File: src/include/umi_ep_cfg.svh
/*
 * widths, depth and UMI opcodes for the memory endpoint
 * request opcodes have bit 0 set, response opcodes have it clear
 * size, length and burst fields of the command are not modelled
 */
`ifndef UMI_EP_CFG_SVH
`define UMI_EP_CFG_SVH

// datapath widths
`define UMI_DW 32
`define UMI_AW 4
`define UMI_CW 16

// request opcodes, low byte of the command
`define UMI_INVALID     8'h00
`define UMI_REQ_READ    8'h01
`define UMI_REQ_WRITE   8'h03
`define UMI_REQ_POSTED  8'h05
`define UMI_REQ_RDMA    8'h07
`define UMI_REQ_ATOMIC  8'h09
`define UMI_REQ_USER0   8'h0B
`define UMI_REQ_FUTURE0 8'h0D
`define UMI_REQ_LINK    8'h0F

// atomic operation, high byte of the command
`define UMI_ATOMIC_ADD  8'h00
`define UMI_ATOMIC_AND  8'h01
`define UMI_ATOMIC_OR   8'h02
`define UMI_ATOMIC_XOR  8'h03
`define UMI_ATOMIC_MAX  8'h04
`define UMI_ATOMIC_MIN  8'h05
`define UMI_ATOMIC_MAXU 8'h06
`define UMI_ATOMIC_MINU 8'h07
`define UMI_ATOMIC_SWAP 8'h08

// response opcodes
`define UMI_RESP_READ   8'h02
`define UMI_RESP_WRITE  8'h04
`define UMI_RESP_ERROR  8'h0C

`endif

File: src/logic/umi_ep_pkg.sv
/*
 * shared types of the UMI memory endpoint
 * atomic enum values equal the command high byte, so a cast is enough
 */
`default_nettype none

`include "umi_ep_cfg.svh"

package umi_ep_pkg;

   // datapath words
   typedef logic [`UMI_DW-1:0] umi_data_t;
   typedef logic [`UMI_AW-1:0] umi_addr_t;
   typedef logic [`UMI_CW-1:0] umi_cmd_t;
   typedef logic [7:0]         umi_opcode_t;

   // what the endpoint does with a request
   typedef enum logic [2:0] {
      CLS_READ,
      CLS_WRITE,
      CLS_POSTED,
      CLS_ATOMIC,
      CLS_ERROR
   } umi_class_e;

   typedef enum logic [7:0] {
      AOP_ADD  = `UMI_ATOMIC_ADD,
      AOP_AND  = `UMI_ATOMIC_AND,
      AOP_OR   = `UMI_ATOMIC_OR,
      AOP_XOR  = `UMI_ATOMIC_XOR,
      AOP_MAX  = `UMI_ATOMIC_MAX,
      AOP_MIN  = `UMI_ATOMIC_MIN,
      AOP_MAXU = `UMI_ATOMIC_MAXU,
      AOP_MINU = `UMI_ATOMIC_MINU,
      AOP_SWAP = `UMI_ATOMIC_SWAP
   } umi_atomic_e;

   // exec sequencing
   typedef enum logic [1:0] {
      ST_IDLE,
      ST_EXEC,
      ST_RESP
   } umi_exec_state_e;

endpackage

`default_nettype wire

File: src/logic/umi_dec_if.sv
/*
 * decoded request handed from the decoder to the exec unit
 * valid holds from the cycle after acceptance until done pulses
 */
`timescale 1ns/10ps
`default_nettype none

interface umi_dec_if;

   logic                   valid;
   umi_ep_pkg::umi_class_e  cls;
   umi_ep_pkg::umi_atomic_e aop;
   umi_ep_pkg::umi_addr_t   addr;
   umi_ep_pkg::umi_data_t   wdata;
   // one cycle pulse when the request retires
   logic                   done;

   modport dec (
      output valid,
      output cls,
      output aop,
      output addr,
      output wdata,
      input  done
   );

   modport exec (
      input  valid,
      input  cls,
      input  aop,
      input  addr,
      input  wdata,
      output done
   );

endinterface

`default_nettype wire

File: src/logic/umi_cmd_decode.sv
/*
 * request port of the endpoint, one request in flight at a time
 * unserved commands, responses and unknown atomics decode to CLS_ERROR
 * the storage read address is forwarded in the accept cycle
 */
`timescale 1ns/10ps
`default_nettype none

`include "umi_ep_cfg.svh"

module umi_cmd_decode (
   input  logic                  clk,
   input  logic                  arst_n,
   input  logic                  req_valid,
   output logic                  req_ready,
   input  umi_ep_pkg::umi_cmd_t  req_cmd,
   input  umi_ep_pkg::umi_addr_t req_addr,
   input  umi_ep_pkg::umi_data_t req_data,
   output umi_ep_pkg::umi_addr_t rd_addr,
   umi_dec_if.dec                dec
);

   umi_ep_pkg::umi_class_e  cls_d;
   umi_ep_pkg::umi_atomic_e aop_d;
   logic                    accept;

   assign req_ready = ~dec.valid;
   assign accept    = req_valid & req_ready;

   // keep the read port on the held address so rdata stays the old word
   assign rd_addr = dec.valid ? dec.addr : req_addr;

   // classify on the low byte
   always_comb begin
      aop_d = umi_ep_pkg::AOP_ADD;
      case (req_cmd[7:0])
         `UMI_REQ_READ:   cls_d = umi_ep_pkg::CLS_READ;
         `UMI_REQ_WRITE:  cls_d = umi_ep_pkg::CLS_WRITE;
         `UMI_REQ_POSTED: cls_d = umi_ep_pkg::CLS_POSTED;
         `UMI_REQ_ATOMIC: begin
            case (req_cmd[`UMI_CW-1:8])
               `UMI_ATOMIC_ADD, `UMI_ATOMIC_AND, `UMI_ATOMIC_OR,
               `UMI_ATOMIC_XOR, `UMI_ATOMIC_MAX, `UMI_ATOMIC_MIN,
               `UMI_ATOMIC_MAXU, `UMI_ATOMIC_MINU, `UMI_ATOMIC_SWAP: begin
                  cls_d = umi_ep_pkg::CLS_ATOMIC;
                  aop_d = umi_ep_pkg::umi_atomic_e'(req_cmd[`UMI_CW-1:8]);
               end
               default: cls_d = umi_ep_pkg::CLS_ERROR;
            endcase
         end
         // recognised but not served here
         `UMI_INVALID, `UMI_REQ_RDMA, `UMI_REQ_USER0,
         `UMI_REQ_FUTURE0, `UMI_REQ_LINK: cls_d = umi_ep_pkg::CLS_ERROR;
         default: cls_d = umi_ep_pkg::CLS_ERROR;
      endcase
   end

   always_ff @(posedge clk or negedge arst_n) begin
      if (!arst_n) begin
         dec.valid <= 1'b0;
      end else if (accept) begin
         dec.valid <= 1'b1;
      end else if (dec.done) begin
         dec.valid <= 1'b0;
      end
   end

   // payload, only looked at while valid
   always_ff @(posedge clk) begin
      if (accept) begin
         dec.cls   <= cls_d;
         dec.aop   <= aop_d;
         dec.addr  <= req_addr;
         dec.wdata <= req_data;
      end
   end

endmodule

`default_nettype wire

File: src/logic/umi_mem_array.sv
/*
 * word storage, one read and one write port
 * read latency is one cycle, a read beside a write returns the old word
 * no reset, contents are undefined until written
 */
`timescale 1ns/10ps
`default_nettype none

`include "umi_ep_cfg.svh"

module umi_mem_array (
   input  logic                  clk,
   input  umi_ep_pkg::umi_addr_t rd_addr,
   output umi_ep_pkg::umi_data_t rdata,
   input  logic                  we,
   input  umi_ep_pkg::umi_addr_t waddr,
   input  umi_ep_pkg::umi_data_t wdata
);

   localparam int DEPTH = 1 << `UMI_AW;

   umi_ep_pkg::umi_data_t mem [0:DEPTH-1];

   // write port
   always_ff @(posedge clk) begin
      if (we) begin
         mem[waddr] <= wdata;
      end
   end

   // registered read port
   always_ff @(posedge clk) begin
      rdata <= mem[rd_addr];
   end

endmodule

`default_nettype wire

File: src/logic/umi_exec.sv
/*
 * executes the decoded request against the old storage word
 * one cycle in ST_EXEC, then the response is held until accepted
 * posted writes retire straight from ST_EXEC without a response
 */
`timescale 1ns/10ps
`default_nettype none

`include "umi_ep_cfg.svh"

module umi_exec (
   input  logic                     clk,
   input  logic                     arst_n,
   umi_dec_if.exec                  dec,
   input  umi_ep_pkg::umi_data_t    rdata,
   output logic                     we,
   output umi_ep_pkg::umi_addr_t    waddr,
   output umi_ep_pkg::umi_data_t    wdata,
   output logic                     resp_valid,
   input  logic                     resp_ready,
   output umi_ep_pkg::umi_opcode_t  resp_opcode,
   output umi_ep_pkg::umi_data_t    resp_data
);

   umi_ep_pkg::umi_exec_state_e state;
   umi_ep_pkg::umi_data_t       result;
   umi_ep_pkg::umi_opcode_t     opcode_d;
   umi_ep_pkg::umi_data_t       data_d;
   logic                        is_posted;

   assign is_posted = (dec.cls == umi_ep_pkg::CLS_POSTED);

   // read-modify-write result
   always_comb begin
      case (dec.aop)
         umi_ep_pkg::AOP_ADD:  result = rdata + dec.wdata;
         umi_ep_pkg::AOP_AND:  result = rdata & dec.wdata;
         umi_ep_pkg::AOP_OR:   result = rdata | dec.wdata;
         umi_ep_pkg::AOP_XOR:  result = rdata ^ dec.wdata;
         umi_ep_pkg::AOP_MAX:
            result = ($signed(rdata) > $signed(dec.wdata)) ? rdata : dec.wdata;
         umi_ep_pkg::AOP_MIN:
            result = ($signed(rdata) < $signed(dec.wdata)) ? rdata : dec.wdata;
         umi_ep_pkg::AOP_MAXU: result = (rdata > dec.wdata) ? rdata : dec.wdata;
         umi_ep_pkg::AOP_MINU: result = (rdata < dec.wdata) ? rdata : dec.wdata;
         default:              result = dec.wdata;
      endcase
   end

   // write-back only in the exec cycle
   assign we = (state == umi_ep_pkg::ST_EXEC) &&
               ((dec.cls == umi_ep_pkg::CLS_WRITE) || is_posted ||
                (dec.cls == umi_ep_pkg::CLS_ATOMIC));
   assign waddr = dec.addr;
   assign wdata = (dec.cls == umi_ep_pkg::CLS_ATOMIC) ? result : dec.wdata;

   // response content per class
   always_comb begin
      case (dec.cls)
         umi_ep_pkg::CLS_READ, umi_ep_pkg::CLS_ATOMIC: begin
            opcode_d = `UMI_RESP_READ;
            data_d   = rdata;
         end
         umi_ep_pkg::CLS_WRITE: begin
            opcode_d = `UMI_RESP_WRITE;
            data_d   = '0;
         end
         default: begin
            opcode_d = `UMI_RESP_ERROR;
            data_d   = '0;
         end
      endcase
   end

   always_ff @(posedge clk or negedge arst_n) begin
      if (!arst_n) begin
         state <= umi_ep_pkg::ST_IDLE;
      end else begin
         case (state)
            umi_ep_pkg::ST_IDLE:
               if (dec.valid) state <= umi_ep_pkg::ST_EXEC;
            umi_ep_pkg::ST_EXEC:
               state <= is_posted ? umi_ep_pkg::ST_IDLE : umi_ep_pkg::ST_RESP;
            umi_ep_pkg::ST_RESP:
               if (resp_ready) state <= umi_ep_pkg::ST_IDLE;
            default:
               state <= umi_ep_pkg::ST_IDLE;
         endcase
      end
   end

   // response payload, loaded once and held under back-pressure
   always_ff @(posedge clk) begin
      if (state == umi_ep_pkg::ST_EXEC) begin
         resp_opcode <= opcode_d;
         resp_data   <= data_d;
      end
   end

   assign resp_valid = (state == umi_ep_pkg::ST_RESP);

   // retire: posted after exec, others once the response is taken
   assign dec.done = ((state == umi_ep_pkg::ST_EXEC) && is_posted) ||
                     (resp_valid && resp_ready);

endmodule

`default_nettype wire

File: src/logic/umi_endpoint.sv
/*
 * UMI memory endpoint top level
 * one request in flight, a stalled response stalls the request port
 * storage is not reset, write a word before reading it
 */
`timescale 1ns/10ps
`default_nettype none

module umi_endpoint (
   input  logic                    clk,
   input  logic                    arst_n,
   // request port
   input  logic                    req_valid,
   output logic                    req_ready,
   input  umi_ep_pkg::umi_cmd_t    req_cmd,
   input  umi_ep_pkg::umi_addr_t   req_addr,
   input  umi_ep_pkg::umi_data_t   req_data,
   // response port
   output logic                    resp_valid,
   input  logic                    resp_ready,
   output umi_ep_pkg::umi_opcode_t resp_opcode,
   output umi_ep_pkg::umi_data_t   resp_data
);

   umi_ep_pkg::umi_addr_t rd_addr;
   umi_ep_pkg::umi_data_t rdata;
   logic                  we;
   umi_ep_pkg::umi_addr_t waddr;
   umi_ep_pkg::umi_data_t wdata;

   umi_dec_if dec_if ();

   umi_cmd_decode i_cmd_decode (
      .clk       (clk),
      .arst_n    (arst_n),
      .req_valid (req_valid),
      .req_ready (req_ready),
      .req_cmd   (req_cmd),
      .req_addr  (req_addr),
      .req_data  (req_data),
      .rd_addr   (rd_addr),
      .dec       (dec_if.dec)
   );

   umi_mem_array i_mem_array (
      .clk     (clk),
      .rd_addr (rd_addr),
      .rdata   (rdata),
      .we      (we),
      .waddr   (waddr),
      .wdata   (wdata)
   );

   umi_exec i_exec (
      .clk         (clk),
      .arst_n      (arst_n),
      .dec         (dec_if.exec),
      .rdata       (rdata),
      .we          (we),
      .waddr       (waddr),
      .wdata       (wdata),
      .resp_valid  (resp_valid),
      .resp_ready  (resp_ready),
      .resp_opcode (resp_opcode),
      .resp_data   (resp_data)
   );

endmodule

`default_nettype wire

File: config.mk
export PLATFORM = sky130hd
export DESIGN_NAME = umi_endpoint
export DESIGN_NICKNAME = d
export VERILOG_FILES = /design/src/logic/umi_ep_pkg.sv /design/src/logic/umi_dec_if.sv /design/src/logic/umi_cmd_decode.sv /design/src/logic/umi_mem_array.sv /design/src/logic/umi_exec.sv /design/src/logic/umi_endpoint.sv
export VERILOG_INCLUDE_DIRS = /design/src /design/src/include
export SDC_FILE = /design/constraint.sdc
export NUM_CORES = 1
export LEC_CHECK = 0
export BUFFER_PORTS_ARGS = -buffer_cell sky130_fd_sc_hd__buf_2
export CAP_MARGIN = 25
export CELL_PAD_IN_SITES_DETAIL_PLACEMENT = 1
export CELL_PAD_IN_SITES_GLOBAL_PLACEMENT = 2
export CORE_MARGIN = 1.5
export CORE_UTILIZATION = 49
export DETAILED_ROUTE_END_ITERATION = 16
export PLACE_DENSITY = 0.86
export SKIP_CTS_REPAIR_TIMING = 1
export SKIP_LAST_GASP = 1
export SLEW_MARGIN = 25
export SYNTH_ARGS = -nofsm -noshare
export SYNTH_HDL_FRONTEND = slang
export SYNTH_SLANG_ARGS = --single-unit
File: constraint.sdc
create_clock -name clk -period 7.3 [get_ports clk]
set_clock_uncertainty 0.05 [all_clocks]
set_input_delay 0.73 -clock clk [delete_from_list [all_inputs] [get_ports clk]]
set_output_delay 0.73 -clock clk [all_outputs]
set_load 0.02 [all_outputs]
==> flow_summary.json <==
{
  "path_buf_inv": 2,
  "synth_top_area_frac": 0.630,
  "layoutNonFillerInstCount": 2803,
  "grt_pass1_wl_um": 123000,
  "max_stage_delay_ns": 0.74,
  "dp.cells": 2675,
  "worst_pin_slew_ns": 1.02,
  "die_h_um": 243,
  "avgSynthCellArea_sq_um": 15.1,
  "netlist_instances": 1877,
  "p_per_area_nw_per_um2": 354,
  "final_area_sq_um": 32200,
  "r2r-start": "i_cmd_decode.dec.wdata[31]$_DFFE_PP_",
  "grt_max_degree": 129,
  "synth.cell_area_sq_um": 28300,
  "routed_wl_um": 83100,
  "finalSetupViolCount": 0,
  "clk_pin_slew_ns": 0.06,
  "placementRows": 87,
  "viasPerCell": 6.31,
  "post_synth_num_cell_types": 74,
  "path_class": "reg2reg",
  "synth_top_area_cell": "edfxtp_1",
  "yosys-top-cells-area": "edfxtp_1 63%, mux4_2 10%, ha_1 4.2%",
  "clk_path_buf_depth": 3,
  "cts_tree": "done",
  "crit_fanout": 16,
  "status": "completed",
  "drt_iter0_markers": 1649,
  "ant_nets": 0,
  "ioPinCount": 98,
  "postPlaceCellArea_sq_um": 29900,
  "synth-seq-cells": 629,
  "wl_per_cell_um": 29.7,
  "grt_overflow_total": 0,
  "start_kind": "register",
  "cp_top_family": "compound AO/OA/AOI/OAI gates",
  "slew_headroom": 0.320,
  "synth_flop_cell": "edfxtp_1",
  "crit_arrival_ns": 5.42,
  "cp-startpoint": "i_cmd_decode.dec.wdata[31]$_DFFE_PP_",
  "fin_setup_tns_ns": 0,
  "synth_edf_count": 594,
  "diodes": 0,
  "seqPwrFrac": 0.394,
  "final_layout_size_suffix_gt1_frac": 0.210,
  "drc": 0,
  "rsz0062_at_grt": "false",
  "fmax_mhz": 192,
  "grt_antenna_before_repair": 3,
  "cap_violations": 0,
  "ir_drop_mv": 0.245,
  "drt_pass1_iterations": 6,
  "dpl_worst_slack_ns": 2.01,
  "p_clk_frac": 0.305,
  "setup_ws_ns": 2.09,
  "port_buffers": 92,
  "coreArea_sq_um": 56700,
  "hold_class": "in2reg",
  "die_area_sq_um": 59200,
  "worstHoldStart": "req_data[1]",
  "period_needed_ns": 5.21,
  "place.gp.congestion": 0.935,
  "numCtsBuffers": 68,
  "p_switching_mw": 3.85,
  "vias": 17700,
  "clock-sinks": 629,
  "syn_to_final_growth_pct": 13.6,
  "drv_slew": 0,
  "grt.total_usage": 0.285,
  "crit_chain": "inv_1 -> ha_1 -> nor4_4 -> nand4_1 -> or4b_1 -> o21ai_4 -> o22ai_1 -> a211o_1 -> buf_4 -> a221o_1 -> nor4_1 -> o21ai_2",
  "clock_latency_ns": 0.62,
  "ys_seq_area_frac": 0.655,
  "swShare": 0.338,
  "synthArstFlopShare": 0.00477,
  "whs_ns": 0.244,
  "fill_cells": 5333,
  "crit_path_end_kind": "register",
  "hold_violations": 0,
  "finalCritPeriodShare": 0.713,
  "worstPathRequired_ns": 7.51,
  "finalNetCount": 2146,
  "hpwl_um": 50500,
  "combPwrFrac": 0.302,
  "dieWidth_um": 243,
  "ys_warn_count": 0,
  "htree_levels": 3,
  "grt_pass1_vias": 18800,
  "start_util": 0.499,
  "p_int_mw": 7.55,
  "leakagePower_nw": 11.2,
  "crit_path_top_delay_cell": "or4b_1",
  "clock-root-buffer": "clkbuf_16"
}
[worst paths after layout]
check	end	slack, ns	depth (start not counted)
min in group asynchronous	i_exec.state[0]$_DFFE_PN0P_	0.44	2
hold / removal	i_cmd_decode.dec.wdata[1]$_DFFE_PP_	0.24	1
setup reg to reg	i_mem_array.mem[13][23]$_DFFE_PP_	2.09	12
hold reg to reg	i_exec.state[0]$_DFFE_PN0P_	0.40	1
setup / recovery	i_mem_array.mem[13][23]$_DFFE_PP_	2.09	12
max in group asynchronous	i_cmd_decode.dec.valid$_DFFE_PN0P_	6.65	2
[cell families (layout without fill, tap and decap cells)]
group / count (synthesis) / in the layout / synth area share
other cells: 1 / 9 / 0.000132
buf+inv: 198 / 360 / 0.0290
compound gates: 406 / 406 / 0.0966
mux: 135 / 135 / 0.104
simple gates: 395 / 395 / 0.0663
xor+xnor: 16 / 16 / 0.00495
fa+ha+maj: 97 / 97 / 0.0431
flops: 629 / 629 / 0.655
[metrics by stage]
stage / power (mW) / utilization
5_1_grt: 11.9 / 0.567
4_1_cts: 11.4 / 0.566
3_5_place_dp: 7.94 / 0.526
2_1_floorplan: 6.87 / -
3_3_place_gp: 7.85 / 0.526
6_report: 11.4 / 0.567
[sequential cells by signal (all words and copies together) (netlist names)]
name	count
i_exec.resp_data	32
i_cmd_decode.dec.addr	4
i_cmd_decode.dec.valid	1
i_exec.state	2
i_mem_array.mem	512
i_cmd_decode.dec.cls	3
i_cmd_decode.dec.wdata	32
i_cmd_decode.dec.aop	8
i_exec.resp_opcode	3
i_mem_array.rdata	32
[synthesized netlist by cell type, types with 8 or more instances]
cell      count
nor2b_1      10
nor4_1        9
dfxtp_1      32
nand2_1     144
nand3_1      12
nand2b_1      8
buf_1        17
ha_1         96
nor3_1       24
a31oi_1      37
a211oi_1     38
o211ai_1     14
nand4_1       8
inv_1        89
a21oi_1      90
buf_2        17
clkbuf_1     64
a22oi_1       9
a221o_1       8
edfxtp_1    594
o221ai_1     10
and2_1       43
a221oi_1     22
o21ai_0      75
xnor2_1      11
nor2_1      105
mux4_2      128
a21o_1       21
and3_1        9
[power groups by stage]
stage                     Combinational, mW  Clock (mW)  Sequential [mW]
after floorplan                        2.35           0             4.53
after global placement                 3.32           0             4.53
after detailed placement               3.39           0             4.55
after CTS                              3.42        3.52             4.48
after global routing                   3.72        3.64             4.51
final                                  3.44        3.47             4.49
[cell type report]
cell class                 count  area (sq um)  area share
sequential                   629         18600       0.577
multi-input combinational   1058          9200       0.286
clock buffer                  90          1840      0.0571
tap                          756           946      0.0294
timing repair buffer         147           896      0.0279
clock inverter                34           394      0.0123
inverter                      89           334      0.0104
[metal layers]
metal	vias up	global-route usage	routed length (um)	part of all wire
met4	2	0.103	2220	0.027
met5	-	0	16	0.00019
met2	706	0.486	41900	0.50
li1	7540	-	-	-
met3	156	0.0389	5370	0.065
met1	9275	0.377	33700	0.40
[layout by cell type (no fill, tap or decap), types with 14 or more instances in the layout]
cell / Yosys / routed
a21oi_1: 90 / 81
clkbuf_1: 64 / 19
ha_1: 96 / 96
mux4_2: 128 / 128
nand2_1: 144 / 144
o21ai_0: 75 / 75
edfxtp_1: 594 / 594
a221oi_1: 22 / 22
nor3_1: 24 / 19
buf_4: 7 / 49
a31oi_1: 37 / 37
and2_1: 43 / 43
nor2_1: 105 / 93
buf_2: 17 / 94
clkbuf_16: 0 / 70
a211oi_1: 38 / 38
dfxtp_1: 32 / 32
a21o_1: 21 / 21
o211ai_1: 14 / 14
inv_1: 89 / 87
Power figures use the tool's default switching activity.
